--- src/logic/sw_config.svh ---
// sizing and scoring macros for the smith-waterman engine
`ifndef SW_CONFIG_SVH
`define SW_CONFIG_SVH

// sequence capacity
`define SW_REF_MAX_LENGTH   16
`define SW_READ_MAX_LENGTH  8   // one PE per read base

// signed score width, wide enough for a full-length match run
`define SW_SCORE_BITWIDTH   10

// substitution scores
`define SW_MATCH_SCORE      2
`define SW_MISMATCH_SCORE   (-1)

// affine gap penalties
`define SW_GAP_OPEN         (-3)
`define SW_GAP_EXTEND       (-1)

`endif

--- src/logic/sw_pkg.sv ---
// score, base, index, length, sequence and controller state types
`default_nettype none

`include "sw_config.svh"

package sw_pkg;

    typedef logic signed [`SW_SCORE_BITWIDTH-1:0] score_t;
    typedef logic [1:0] base_t;  // one nucleotide

    typedef logic [$clog2(`SW_REF_MAX_LENGTH)-1:0] col_t;
    typedef logic [$clog2(`SW_READ_MAX_LENGTH)-1:0] row_t;

    // 1-based lengths
    typedef logic [$clog2(`SW_REF_MAX_LENGTH):0] ref_len_t;
    typedef logic [$clog2(`SW_READ_MAX_LENGTH):0] read_len_t;

    // first base in the top two bits
    typedef logic [2*`SW_REF_MAX_LENGTH-1:0] ref_seq_t;
    typedef logic [2*`SW_READ_MAX_LENGTH-1:0] read_seq_t;

    typedef enum logic [2:0] {
        S_IDLE,
        S_LOAD,
        S_CALC,
        S_SELECT,
        S_DONE
    } sw_state_t;

endpackage

`default_nettype wire

--- src/logic/sw_array.sv ---
// systolic PE chain with the delayed score registers between rows
`timescale 1ns/1ps
`default_nettype none

`include "sw_config.svh"

module sw_array (
    input  wire                                 clk,
    input  wire                                 rst,
    input  wire                                 i_clear,
    input  wire                                 i_a_valid,
    input  wire sw_pkg::base_t                  i_a_base,
    input  wire sw_pkg::col_t                   i_a_col,
    input  wire [`SW_READ_MAX_LENGTH-1:0]       i_b_valid,
    input  wire sw_pkg::read_seq_t              i_read,
    output wire [`SW_READ_MAX_LENGTH-1:0]       o_cell_valid,
    output wire sw_pkg::score_t                 o_h [`SW_READ_MAX_LENGTH],
    output wire sw_pkg::col_t                   o_col [`SW_READ_MAX_LENGTH]
);
    import sw_pkg::*;

    score_t i_out [`SW_READ_MAX_LENGTH];
    score_t d_out [`SW_READ_MAX_LENGTH];

    // one cycle back is the left cell, two cycles back the diagonal
    score_t h_q1 [`SW_READ_MAX_LENGTH];
    score_t i_q1 [`SW_READ_MAX_LENGTH];
    score_t d_q1 [`SW_READ_MAX_LENGTH];
    score_t h_q2 [`SW_READ_MAX_LENGTH];

    logic  a_valid_c [`SW_READ_MAX_LENGTH+1];
    base_t a_base_c  [`SW_READ_MAX_LENGTH+1];
    col_t  a_col_c   [`SW_READ_MAX_LENGTH+1];

    assign a_valid_c[0] = i_a_valid;
    assign a_base_c[0]  = i_a_base;
    assign a_col_c[0]   = i_a_col;

    always_ff @(posedge clk or posedge rst) begin
        if (rst) begin
            for (int r = 0; r < `SW_READ_MAX_LENGTH; r++) begin
                h_q1[r] <= '0;
                i_q1[r] <= '0;
                d_q1[r] <= '0;
                h_q2[r] <= '0;
            end
        end else if (i_clear) begin
            for (int r = 0; r < `SW_READ_MAX_LENGTH; r++) begin
                h_q1[r] <= '0;
                i_q1[r] <= '0;
                d_q1[r] <= '0;
                h_q2[r] <= '0;
            end
        end else begin
            for (int r = 0; r < `SW_READ_MAX_LENGTH; r++) begin
                h_q1[r] <= o_h[r];
                i_q1[r] <= i_out[r];
                d_q1[r] <= d_out[r];
                h_q2[r] <= h_q1[r];
            end
        end
    end

    for (genvar r = 0; r < `SW_READ_MAX_LENGTH; r++) begin : g_pe
        score_t h_top, i_top, h_diag;

        if (r == 0) begin : g_first
            assign h_top  = '0;  // row above the matrix
            assign i_top  = '0;
            assign h_diag = '0;
        end else begin : g_next
            assign h_top  = h_q1[r-1];
            assign i_top  = i_q1[r-1];
            assign h_diag = h_q2[r-1];
        end

        sw_pe u_pe (
            .clk          (clk),
            .rst          (rst),
            .i_clear      (i_clear),
            .i_a_valid    (a_valid_c[r]),
            .i_a_base     (a_base_c[r]),
            .i_a_col      (a_col_c[r]),
            .i_b_valid    (i_b_valid[r]),
            .i_b_base     (i_read[2*`SW_READ_MAX_LENGTH-1-2*r -: 2]),
            .i_h_diag     (h_diag),
            .i_h_top      (h_top),
            .i_i_top      (i_top),
            .i_h_left     (h_q1[r]),
            .i_d_left     (d_q1[r]),
            .o_h          (o_h[r]),
            .o_i          (i_out[r]),
            .o_d          (d_out[r]),
            .o_cell_valid (o_cell_valid[r]),
            .o_a_valid    (a_valid_c[r+1]),
            .o_a_base     (a_base_c[r+1]),
            .o_a_col      (a_col_c[r+1])
        );

        assign o_col[r] = a_col_c[r];  // column now inside PE r
    end

endmodule

`default_nettype wire

--- src/logic/sw_best_select.sv ---
// row-by-row scan keeping the best score with its row and column
`timescale 1ns/1ps
`default_nettype none

module sw_best_select (
    input  wire                 clk,
    input  wire                 rst,
    input  wire                 i_clear,
    input  wire                 i_select,
    input  wire sw_pkg::row_t   i_sel_row,
    input  wire sw_pkg::score_t i_row_score,
    input  wire sw_pkg::col_t   i_row_col,
    output sw_pkg::score_t      o_score,
    output sw_pkg::row_t        o_row,
    output sw_pkg::col_t        o_col
);
    import sw_pkg::*;

    score_t best_q;
    row_t   row_q;
    col_t   col_q;

    always_ff @(posedge clk or posedge rst) begin
        if (rst) begin
            best_q <= '0;
            row_q  <= '0;
            col_q  <= '0;
        end else if (i_clear) begin
            best_q <= '0;
            row_q  <= '0;
            col_q  <= '0;
        end else if (i_select && (i_row_score > best_q)) begin
            // rows come in ascending order, so ties stay on the lower row
            best_q <= i_row_score;
            row_q  <= i_sel_row;
            col_q  <= i_row_col;
        end
    end

    assign o_score = best_q;
    assign o_row   = row_q;
    assign o_col   = col_q;

endmodule

`default_nettype wire

--- src/logic/sw_core.sv ---
// top level: controller, PE array, row maxima and final selector
`timescale 1ns/1ps
`default_nettype none

`include "sw_config.svh"

module sw_core (
    input  wire                     clk,
    input  wire                     rst,
    input  wire                     i_valid,
    output wire                     o_ready,
    input  wire sw_pkg::ref_seq_t   i_sequence_ref,
    input  wire sw_pkg::read_seq_t  i_sequence_read,
    input  wire sw_pkg::ref_len_t   i_ref_length,
    input  wire sw_pkg::read_len_t  i_read_length,
    input  wire                     i_ready,
    output wire                     o_valid,
    output wire sw_pkg::score_t     o_alignment_score,
    output wire sw_pkg::row_t       o_row,
    output wire sw_pkg::col_t       o_column
);
    import sw_pkg::*;

    logic                           clear;
    logic                           a_valid;
    base_t                          a_base;
    col_t                           a_col;
    logic [`SW_READ_MAX_LENGTH-1:0] b_valid;
    read_seq_t                      read;
    logic                           select;
    row_t                           sel_row;
    wire [`SW_READ_MAX_LENGTH-1:0]  cell_valid;
    wire score_t                    h [`SW_READ_MAX_LENGTH];
    wire col_t                      col [`SW_READ_MAX_LENGTH];
    score_t                         row_score;
    col_t                           row_col;

    sw_ctrl u_ctrl (
        .clk(clk), .rst(rst), .i_valid(i_valid), .i_sequence_ref(i_sequence_ref),
        .i_sequence_read(i_sequence_read), .i_ref_length(i_ref_length),
        .i_read_length(i_read_length), .i_ready(i_ready), .o_ready(o_ready),
        .o_valid(o_valid), .o_clear(clear), .o_a_valid(a_valid), .o_a_base(a_base),
        .o_a_col(a_col), .o_b_valid(b_valid), .o_read(read), .o_select(select),
        .o_sel_row(sel_row)
    );

    sw_array u_array (
        .clk(clk), .rst(rst), .i_clear(clear), .i_a_valid(a_valid), .i_a_base(a_base),
        .i_a_col(a_col), .i_b_valid(b_valid), .i_read(read),
        .o_cell_valid(cell_valid), .o_h(h), .o_col(col)
    );

    sw_row_max u_row_max (
        .clk(clk), .rst(rst), .i_clear(clear), .i_cell_valid(cell_valid), .i_h(h),
        .i_col(col), .i_sel_row(sel_row), .o_row_score(row_score), .o_row_col(row_col)
    );

    sw_best_select u_best (
        .clk(clk), .rst(rst), .i_clear(clear), .i_select(select), .i_sel_row(sel_row),
        .i_row_score(row_score), .i_row_col(row_col),
        .o_score(o_alignment_score), .o_row(o_row), .o_col(o_column)
    );

endmodule

`default_nettype wire

--- src/logic/sw_ctrl.sv ---
// job FSM, phase counter, sequence latch, reference shifter and handshake
`timescale 1ns/1ps
`default_nettype none

`include "sw_config.svh"

module sw_ctrl (
    input  wire                             clk,
    input  wire                             rst,
    input  wire                             i_valid,
    input  wire sw_pkg::ref_seq_t           i_sequence_ref,
    input  wire sw_pkg::read_seq_t          i_sequence_read,
    input  wire sw_pkg::ref_len_t           i_ref_length,
    input  wire sw_pkg::read_len_t          i_read_length,
    input  wire                             i_ready,
    output logic                            o_ready,
    output logic                            o_valid,
    output logic                            o_clear,
    output logic                            o_a_valid,
    output sw_pkg::base_t                   o_a_base,
    output sw_pkg::col_t                    o_a_col,
    output logic [`SW_READ_MAX_LENGTH-1:0]  o_b_valid,
    output sw_pkg::read_seq_t               o_read,
    output logic                            o_select,
    output sw_pkg::row_t                    o_sel_row
);
    import sw_pkg::*;

    typedef logic [$clog2(`SW_REF_MAX_LENGTH + `SW_READ_MAX_LENGTH)-1:0] cnt_t;

    sw_state_t state, state_n;
    cnt_t      counter;
    ref_len_t  ref_len;
    read_len_t read_len;
    ref_seq_t  ref_shift;
    read_seq_t read_q;
    logic      accept, calc_last, select_last;

    assign accept      = (state == S_IDLE) && i_valid;
    assign calc_last   = (counter == cnt_t'(ref_len) + cnt_t'(read_len) - cnt_t'(1));
    assign select_last = (counter == cnt_t'(read_len) - cnt_t'(1));

    always_comb begin
        state_n = state;
        case (state)
            S_IDLE:   if (i_valid) state_n = S_LOAD;
            S_LOAD:   state_n = S_CALC;
            S_CALC:   if (calc_last) state_n = S_SELECT;
            S_SELECT: if (select_last) state_n = S_DONE;
            S_DONE:   if (i_ready) state_n = S_IDLE;  // held under back-pressure
            default:  state_n = S_IDLE;
        endcase
    end

    always_ff @(posedge clk or posedge rst) begin
        if (rst) begin
            state     <= S_IDLE;
            counter   <= '0;
            o_b_valid <= '0;
        end else begin
            state <= state_n;
            if ((state == S_CALC && !calc_last) || (state == S_SELECT && !select_last))
                counter <= counter + cnt_t'(1);
            else
                counter <= '0;
            if (accept) begin
                for (int r = 0; r < `SW_READ_MAX_LENGTH; r++)
                    o_b_valid[r] <= (read_len_t'(r) < i_read_length);
            end
        end
    end

    always_ff @(posedge clk) begin
        if (accept) begin
            ref_shift <= i_sequence_ref;
            read_q    <= i_sequence_read;
            ref_len   <= i_ref_length;
            read_len  <= i_read_length;
        end else if (state == S_CALC) begin
            ref_shift <= ref_shift << 2;  // next base to the top
        end
    end

    assign o_ready   = (state == S_IDLE);
    assign o_valid   = (state == S_DONE);
    assign o_clear   = accept;
    assign o_a_valid = (state == S_CALC) && (counter < cnt_t'(ref_len));
    assign o_a_base  = ref_shift[2*`SW_REF_MAX_LENGTH-1 -: 2];
    assign o_a_col   = col_t'(counter);
    assign o_read    = read_q;
    assign o_select  = (state == S_SELECT);
    assign o_sel_row = row_t'(counter);

endmodule

`default_nettype wire

--- src/logic/sw_pe.sv ---
// processing element: affine-gap H/I/D cell and reference base pipeline stage
`timescale 1ns/1ps
`default_nettype none

`include "sw_config.svh"

module sw_pe (
    input  wire                 clk,
    input  wire                 rst,
    input  wire                 i_clear,
    input  wire                 i_a_valid,
    input  wire sw_pkg::base_t  i_a_base,
    input  wire sw_pkg::col_t   i_a_col,
    input  wire                 i_b_valid,
    input  wire sw_pkg::base_t  i_b_base,
    input  wire sw_pkg::score_t i_h_diag,
    input  wire sw_pkg::score_t i_h_top,
    input  wire sw_pkg::score_t i_i_top,
    input  wire sw_pkg::score_t i_h_left,
    input  wire sw_pkg::score_t i_d_left,
    output sw_pkg::score_t      o_h,
    output sw_pkg::score_t      o_i,
    output sw_pkg::score_t      o_d,
    output logic                o_cell_valid,
    output logic                o_a_valid,
    output sw_pkg::base_t       o_a_base,
    output sw_pkg::col_t        o_a_col
);
    import sw_pkg::*;

    score_t sub;
    score_t i_new, d_new, h_new;
    score_t h_q, i_q, d_q;  // last valid cell

    function automatic score_t max3(input score_t a, input score_t b, input score_t c);
        score_t m;
        m = (a > b) ? a : b;
        return (m > c) ? m : c;
    endfunction

    assign o_cell_valid = i_a_valid && i_b_valid;

    assign sub = (i_a_base == i_b_base) ? score_t'(`SW_MATCH_SCORE)
                                        : score_t'(`SW_MISMATCH_SCORE);

    assign i_new = max3('0, i_h_top + score_t'(`SW_GAP_OPEN), i_i_top + score_t'(`SW_GAP_EXTEND));
    assign d_new = max3('0, i_h_left + score_t'(`SW_GAP_OPEN),
                        i_d_left + score_t'(`SW_GAP_EXTEND));
    // I and D are already floored, so H never drops below zero
    assign h_new = max3(i_h_diag + sub, i_new, d_new);

    assign o_h = o_cell_valid ? h_new : h_q;
    assign o_i = o_cell_valid ? i_new : i_q;
    assign o_d = o_cell_valid ? d_new : d_q;

    always_ff @(posedge clk or posedge rst) begin
        if (rst) begin
            h_q       <= '0;
            i_q       <= '0;
            d_q       <= '0;
            o_a_valid <= 1'b0;
        end else begin
            if (i_clear) begin
                h_q <= '0;
                i_q <= '0;
                d_q <= '0;
            end else if (o_cell_valid) begin
                h_q <= h_new;
                i_q <= i_new;
                d_q <= d_new;
            end
            o_a_valid <= i_a_valid;
        end
    end

    // reference base moves one PE per cycle
    always_ff @(posedge clk) begin
        o_a_base <= i_a_base;
        o_a_col  <= i_a_col;
    end

endmodule

`default_nettype wire

--- src/logic/sw_row_max.sv ---
// per-row running maximum H and its column, with row readout
`timescale 1ns/1ps
`default_nettype none

`include "sw_config.svh"

module sw_row_max (
    input  wire                             clk,
    input  wire                             rst,
    input  wire                             i_clear,
    input  wire [`SW_READ_MAX_LENGTH-1:0]   i_cell_valid,
    input  wire sw_pkg::score_t             i_h [`SW_READ_MAX_LENGTH],
    input  wire sw_pkg::col_t               i_col [`SW_READ_MAX_LENGTH],
    input  wire sw_pkg::row_t               i_sel_row,
    output sw_pkg::score_t                  o_row_score,
    output sw_pkg::col_t                    o_row_col
);
    import sw_pkg::*;

    score_t max_q [`SW_READ_MAX_LENGTH];
    col_t   col_q [`SW_READ_MAX_LENGTH];

    always_ff @(posedge clk or posedge rst) begin
        if (rst) begin
            for (int r = 0; r < `SW_READ_MAX_LENGTH; r++) begin
                max_q[r] <= '0;
                col_q[r] <= '0;
            end
        end else if (i_clear) begin
            for (int r = 0; r < `SW_READ_MAX_LENGTH; r++) begin
                max_q[r] <= '0;
                col_q[r] <= '0;
            end
        end else begin
            // strictly greater keeps the leftmost column on ties
            for (int r = 0; r < `SW_READ_MAX_LENGTH; r++) begin
                if (i_cell_valid[r] && (i_h[r] > max_q[r])) begin
                    max_q[r] <= i_h[r];
                    col_q[r] <= i_col[r];
                end
            end
        end
    end

    assign o_row_score = max_q[i_sel_row];
    assign o_row_col   = col_q[i_sel_row];

endmodule

`default_nettype wire

--- config.mk ---
export PLATFORM = sky130hd
export DESIGN_NAME = sw_core
export DESIGN_NICKNAME = d
export VERILOG_FILES = /design/src/logic/sw_pkg.sv /design/src/logic/sw_array.sv /design/src/logic/sw_best_select.sv /design/src/logic/sw_core.sv /design/src/logic/sw_ctrl.sv /design/src/logic/sw_pe.sv /design/src/logic/sw_row_max.sv
export VERILOG_INCLUDE_DIRS = /design/src /design/src/logic
export SDC_FILE = /design/constraint.sdc
export NUM_CORES = 2
export LEC_CHECK = 0
export BUFFER_PORTS_ARGS = -buffer_cell sky130_fd_sc_hd__buf_2
export CAP_MARGIN = 30
export CORE_MARGIN = 2
export CORE_UTILIZATION = 24
export CTS_CLUSTER_SIZE = 28
export DETAILED_ROUTE_END_ITERATION = 10
export PLACE_DENSITY = 0.38
export SYNTH_ARGS = -nofsm -noshare
export SYNTH_HDL_FRONTEND = slang
export SYNTH_SLANG_ARGS = --single-unit
--- constraint.sdc ---
create_clock -name clk -period 16.1 [get_ports clk]
set_input_delay 1.61 -clock clk [delete_from_list [all_inputs] [get_ports clk]]
set_output_delay 1.61 -clock clk [all_outputs]
set_load 0.05 [all_outputs]
### Yosys cells after proc, flatten, opt, wreduce, memory -nomap -nowiden

Index checks and enable logic that the tools add are counted.
W data, S select, Z words.

* $lt $le $gt $ge: 58
* div/mod/pow operators: 0
* reductions and logical operators: 36
* bitwise operators: 1
* multiply operators: 0
* add/subtract/negate cells: 34
* equal/unequal tests: 18
* shift-type cells: 0
* mux-type cells: 137

Operators with widths (count)
* $mux W10: 107
* $mux W80: 5
* $gt A10 B10 Y1: 39
* $add A10 B1 Y10 const B: 15
* $mux W32: 3
* $add A10 B3 Y10 const B: 8
* $gt A1 B10 Y1 const A: 8
* $add A10 B10 Y10: 7
* $mux W4: 12
* $bmux W10 S3: 1
* $logic_and A1 B1 Y1: 21
* $reduce_bool A2 Y1: 10
* $mux W3: 6
* $eq A2 B2 Y1: 8
* $lt A3 B4 Y1 const A: 4
* $pmux W3 S5: 1
* $bmux W4 S3: 1
* $eq A5 B5 Y1: 2
* $gt A10 B1 Y1 const B: 1
* $lt A1 B4 Y1 const A: 2
* $lt A2 B4 Y1 const A: 2
* $eq A3 B2 Y1 const B: 2
* $ne A2 B2 Y1 const B: 3
* $add A5 B1 Y5 const B: 1
* 14 further kinds: 15

* memory bits (writable): 0
* word-level logic and storage cells: 385
* bits in latches: 0
* flip-flop bits (word level): 791
* memories: 0
* output and inout port bits: 19
* bits in read-only memories: 0

### Longest topological paths before layout

* depth after elaboration: 14
* gate-level depth with buffers: 57

### Cells and area by module

Synthesis repeated with hierarchy kept, for this count alone.

* cell total of the unflattened synthesis: 5747
* area total of the unflattened synthesis: 54415.9 sq um

Modules (own cells, without submodules)
* sw_pe at u_array.g_pe[0].u_pe ...: cells an instance 503, times used 5, area each 4035.1 sq um
* sw_array: cells an instance 639, times used 1, area each 9581.7 sq um
* sw_row_max: cells an instance 704, times used 1, area each 7734.9 sq um
* sw_pe at u_array.g_pe[2].u_pe: cells an instance 544, times used 1, area each 4311.6 sq um
* sw_pe at u_array.g_pe[7].u_pe: cells an instance 522, times used 1, area each 4267.8 sq um
* sw_pe at u_array.g_pe[1].u_pe: cells an instance 505, times used 1, area each 4017.6 sq um
* sw_ctrl: cells an instance 229, times used 1, area each 3334.4 sq um
* sw_best_select: cells an instance 89, times used 1, area each 992.2 sq um

### Worst setup path before layout

OpenSTA, ideal clock, no wires.

* kind: register to register
* from: register u_array.h_q1 (netlist bit u_array.g_pe[7].h_top[3])
* to: register u_row_max.max_q[1] (netlist name)
* period minus slack after synthesis: 10017 ps
* arrival time: 9885 ps
* buffers on the path: 4
* library setup time: 132 ps
* cell stages (with the launch flop): 54
* path slack: 6083 ps
* path through: dfrtp_1 > or4_1 > nand3b_1 > xnor2_1 > nor2_1 > ha_1 > o21a_1 > o21a_1 > o21ai_0 > nand2b_1 > a21oi_1 > o21ai_0 > a41oi_1 > buf_1 > mux2_2 > ha_1 > nor2b_1 > o21a_1 > [18 not listed] > clkbuf_1 > or2_2 > nand3_1 > nand2_1 > ha_1 > nor2b_1 > o21a_1 > o21a_1 > o21a_1 > o21ai_0 > nand2b_1 > a21oi_1 > nor2b_1 > o21ai_0 > a31oi_1 > clkbuf_1 > a31oi_1 > nor2_1

* word-level cells in the longest chain between the ends: 13
* elaborated cells between the ends (all ways): 15

RTL lines
* start, declared: RTL line sw_array.sv:26 `` score_t h_q1 [`SW_READ_MAX_LENGTH]; ``
* start signal, assigned by index: RTL line sw_array.sv:56 `h_q1[r] <= o_h[r];`
* $add A10 B3 Y10 (*): RTL line sw_pe.sv:46 `` assign i_new = max3('0, i_h_top + score_t'(`SW_GAP_OPEN), i_i_top + score_t'(`SW_GAP_EXTEND)); ``
* $gt A1 B10 Y1: RTL line sw_pe.sv:37 `m = (a > b) ? a : b;`
* $mux W10 (*): RTL line sw_pe.sv:37
* $gt A10 B10 Y1: RTL line sw_pe.sv:38 `return (m > c) ? m : c;`
* $mux W10 (*): RTL line sw_pe.sv:38
* $gt A10 B10 Y1: RTL line sw_pe.sv:37
* $mux W10 (*): RTL line sw_pe.sv:37
* $gt A10 B10 Y1: RTL line sw_pe.sv:38
* $mux W10 (*): RTL line sw_pe.sv:38
* $mux W10 (*)
* $gt A10 B10 Y1: RTL line sw_row_max.sv:37 `if (i_cell_valid[r] && (i_h[r] > max_q[r])) begin`
* $logic_and A1 B1 Y1: RTL line sw_row_max.sv:37
* $reduce_bool A2 Y1 (no source line)
* end signal, assigned by index: RTL line sw_row_max.sv:38 `max_q[r] <= i_h[r];`
* end, declared: RTL line sw_row_max.sv:20 `` score_t max_q [`SW_READ_MAX_LENGTH]; ``

Mark *: on every way between the ends. The rest lies on a longest branch, timed or not. The select of a mux whose other input is x is not followed.
A chain may end at the register's enable or synchronous reset.

### Final worst setup path

* from: register u_array.h_q1 (netlist bit u_array.g_pe[4].h_top[3])
* to: register u_row_max.max_q[35] (netlist name)

The elaborated chain is that of the path after synthesis.

==> results.md <==
Floorplan:
- The total I/O pin count is 80.
- The floorplan step set the die width to 412 um.
- The number of placement rows is 149.
- The floorplan step defined a die boundary enclosing 170000 um^2.
- Once the floorplan was initialized, standard cells occupied 24.2% of the core.
- The die is 412 um tall.
- The total core area is 165000 um^2.

Critical path:
- The worst setup path is of the reg2reg kind.
- The worst register-to-register path ends at u_row_max.max_q[35].
- The number of cells on the worst reg-to-reg path is 48.
- The endpoint required time on the critical path is 16.67 ns.
- The worst register-to-register path has a setup slack of 4.86 ns.
- The critical-path maximum fanout is 16.
- The worst flop-to-flop path startpoint is u_array.g_pe[4].h_top[3].
- The type of destination of the critical path is a flip-flop.
- STA classifies the critical path startpoint as a flip-flop.
- For the worst setup path, the data arrival time is 11.81 ns.
- The largest stage delay on the critical path is 0.66 ns.
- Among all stages on the critical path, the largest delay is contributed by or4_1.

Yosys:
- Multiplexer cells account for 8.03% of the synthesized area.
- The cell type contributing the most total cell area after synthesis is dfrtp_1.
- The number of storage elements in the synthesis netlist is 541.
- Summing the areas of all compound-gate instances in the mapped netlist gives 14.4% of the synthesized area.
- By area the synthesized netlist is led by dfrtp_1, ha_1, nand2_1.
- The instance count of the mapped netlist is 4524.
- In this run the cell area of the synthesized design comes to 39900 um^2.
- Summing the areas of all and, or, nand and nor instances in the mapped netlist gives 18.2% of the synthesized area.
- In the synthesized netlist the dominant register cell turns out to be dfrtp_1.
- In the synthesized netlist the async set-or-reset flop fraction comes to 81.7%.
- The share of synthesized area in the top cell type comes to 27.7%.
- After Yosys synthesis, XOR and XNOR cells account for 5.70% of the synthesized area.
- The synthesized netlist contains 102 unique library cells.
- Yosys mapped a number of flops with a built-in enable equal to 57.
- The adder-cell area share of the yosys netlist is 14.6%.
- Summing the sequential cell areas from Yosys gives 34.1% of the chip area.
- The dominant combinational cell family by area after synthesis is simple AND/OR/NAND/NOR gates.
- Yosys printed 0 warnings.
- The synthesized area per cell is 8.83 um^2.

STA:
- Measured against its own limit, the worst slew margin works out to 35.5%.
- The largest clock skew in the final design is 0.0220 ns.
- Setup repair after global routing left no endpoint under its margin.
- Timing would allow up to 89.0 MHz.
- The routed design could run at a clock period as short as 11.24 ns.
- For the pin with the worst max-slew slack, the measured transition is 0.961 ns.
- Setup violations remaining at the end of the flow were counted as 0.
- The total negative slack for setup checks is 0 ns.
- The share of the clock period used by the worst path after layout is 69.8%.
- The final-report max-slew violation count is 0.
- The total count of hold-check failures in the final report came to 0.

GRT:
- The via count of the first global-routing pass was 31800.
- In the global route stage, overall resource usage came out at 14.6%.
- Entering global routing, the biggest net connects 130 pins.
- The residual overflow from global routing is 0.
- The initial antenna violation count was 11.
- The global-route wire length before repair is 194000 um.

Clock tree:
- CTS built an H-tree with a depth of 3.
- In this run the post-CTS setup repair buffer count came out at 0.
- The count of cells resized by post-cts repair is 0.
- The number of hold buffers added after CTS was 0.
- Counting the buffers created by CTS gives 70.
- The clock net in this run drives a total of 541 sinks.
- Clock tree synthesis selected as its root buffer the cell clkbuf_16.
- TritonCTS built the clock tree.
- For the worst-skew pair, the clock arrives at the later sink with an insertion delay of 0.66 ns.
- After clock tree synthesis, the clock-pin slew on the worst setup and hold paths is 0.07 ns.
- The maximum buffer depth of the clock tree is 3.

Routing:
- Once detail routing completed, the nets flagged for antenna violations numbered 0.
- After detailed routing, the number of remaining DRC violations is 0.
- The total iterations of the first detailed-routing run is 5.
- The initial detailed-routing violation count is 1837.
- Summed over all layers, the routed wires come to 124000 um.
- The average wire per cell in the routed design is 18.2 um.
- The via count of the routed design is 31300.
- The mean number of vias per cell is 4.58.

Placed design:
- The total half-perimeter wirelength after legalization and detailed placement is 95500 um.
- In this run, placement finished with an instance count of 6696.
- The total of buffers placed on input and output ports is 79.
- The final RePlAce weighted congestion is 0.796.
- The standard cell area after detailed placement is 42900 um^2.

Final layout:
- The final cell area excluding filler cells is 45300 um^2.
- The non-filler instance count after layout is 6833.
- The final layout net count is 5104.
- The end-of-flow core utilization is 27.5%.
- Of the cells placed in the final design, the portion with a size suffix greater than 1 is 8.65%.
- The area growth from synthesis to final layout is 13.5%.

Hold path:
- The startpoint of the lowest-slack hold path is u_array.g_pe[1].u_pe.o_a_col[1].
- In this run the worst hold path is classified as reg2reg.
- The endpoint of the worst hold-timing path is u_array.g_pe[2].u_pe.o_a_col[1].
- The number of cells traversed by the worst hold path is 0.

Run:
- The tool flagged a number of max-cap violations equal to 0.

Outcome:
- The flow ran to the end, and the final reports show no timing, DRC or antenna violations.
## layout make-up
class,count,area [um^2]
antenna,7,17.5
multi-input combinational,3483,24500
timing repair buffer,125,793
sequential,541,13600
tap,2189,2740
clock buffer,97,2020
inverter,360,1370
fill,17900,120000
clock inverter,31,328
## worst max-delay path by stage
| stage | from | endpoint | depth (start not counted) |
|---|---|---|---|
| finish | u_array.g_pe[4].h_top[3] | u_row_max.max_q[35] | 48 |
| global route | u_array.g_pe[4].h_top[5] | u_row_max.max_q[35] | 48 |
| CTS | u_array.g_pe[4].h_top[5] | u_row_max.max_q[35] | 48 |
| detailed placement | u_array.g_pe[4].h_top[5] | u_row_max.max_q[35] | 48 |
| global placement | u_array.g_pe[4].h_top[5] | u_row_max.max_q[35] | 48 |
| floorplan | rst | u_array.d_q1[0] | 1 |
## cells in the final DEF, fill, tap and decap left out, types with 21 or more instances in the layout
master     instances
buf_4             43
ha_1             461
and2_1           144
o21a_1            65
a21oi_1          326
a211oi_1          69
o31a_1            21
nand2_1          497
o21ai_0          195
mux2_2            67
mux2i_1          166
buf_2             79
dfxtp_1           42
clkbuf_16         73
edfxtp_1          57
nand3_1           74
dfrtp_1          440
nor2b_1           59
xor2_1            99
nand4_1           52
inv_1            358
a21o_1            61
or3_1             27
xnor2_1          161
nor2_1           456
nand2b_1          71
mux4_2            28
nor3_1            82
## cell families after synthesis
family	after synthesis
simple gates	1557
flops	541
other cells	2
fa+ha+maj	467
mux	272
xor+xnor	260
buf+inv	513
compound gates	912
## Yosys cell counts (7+ instances only)
master and count:
and3_1 8, a2111oi_0 7, mux2_2 67, a21oi_1 326, nand3_1 74, nor3_1 82, ha_1 461, o22ai_1 9
dfrtp_1 442, and4_1 9, or2_2 10, a21o_1 61, or4_1 7, a211o_1 7, nor4_1 21, o211ai_1 13
nor3b_1 7, edfxtp_1 57, o31a_1 21, nand3b_1 9, nand4_1 52, mux2i_1 166, o21ai_0 195, and2_1 144
o31ai_1 19, xnor2_1 161, a2111o_1 7, dfxtp_1 42, nor2_1 456, a31oi_1 17, mux2_4 10, mux4_2 28
nand2b_1 71, nand2_1 498, a21boi_0 8, a211oi_1 69, clkbuf_1 132, o21a_1 65, xor2_1 99, inv_1 360
nor2b_1 59, buf_1 12, or3_1 27, o21ai_1 17
## registers in the layout, summed over array words and instances (netlist names), 28 cells and up
name,cells
u_row_max.max_q,80
u_array.g_pe.h_top,70
u_array.g_pe.i_top,60
u_row_max.col_q,32
u_array.g_pe.u_pe.o_a_col,28
u_array.g_pe.h_diag,70
u_ctrl.ref_shift,32
u_array.d_q1,80
## critical path, delay by kind of cell, from the launching register on
family	cells	cell delay [ns]
AOI/OAI and AO/OA	22	4.23
and+or+nand+nor	11	2.35
muxes	5	1.82
adders and majority gates	4	1.11
buffers and inverters	5	0.86
DFF	1	0.46
xor gates and xnor gates	1	0.29
## metrics by stage
stage / hold WS (ns) / setup slack (ns)
CTS: 0.347 / 4.79
global route: 0.353 / 3.79
global placement: 0.338 / 4.84
floorplan: 0.331 / 2.17
finish: 0.347 / 4.86
detailed placement: 0.337 / 4.86
## per-layer routing
metal	GRT usage, %	vias to the layer above	wire, um	part of all wire (%)
met1	20.6	15000	61100	49
met5	0	-	0	0
met2	23.9	348	57200	46
met4	2.90	0	2270	1.8
li1	-	15800	-	-
met3	2.06	125	3770	3.0
Power is left out: the tool's default activity adds up to more than one toggle a clock period on the data nets, which glitch-free logic cannot reach.
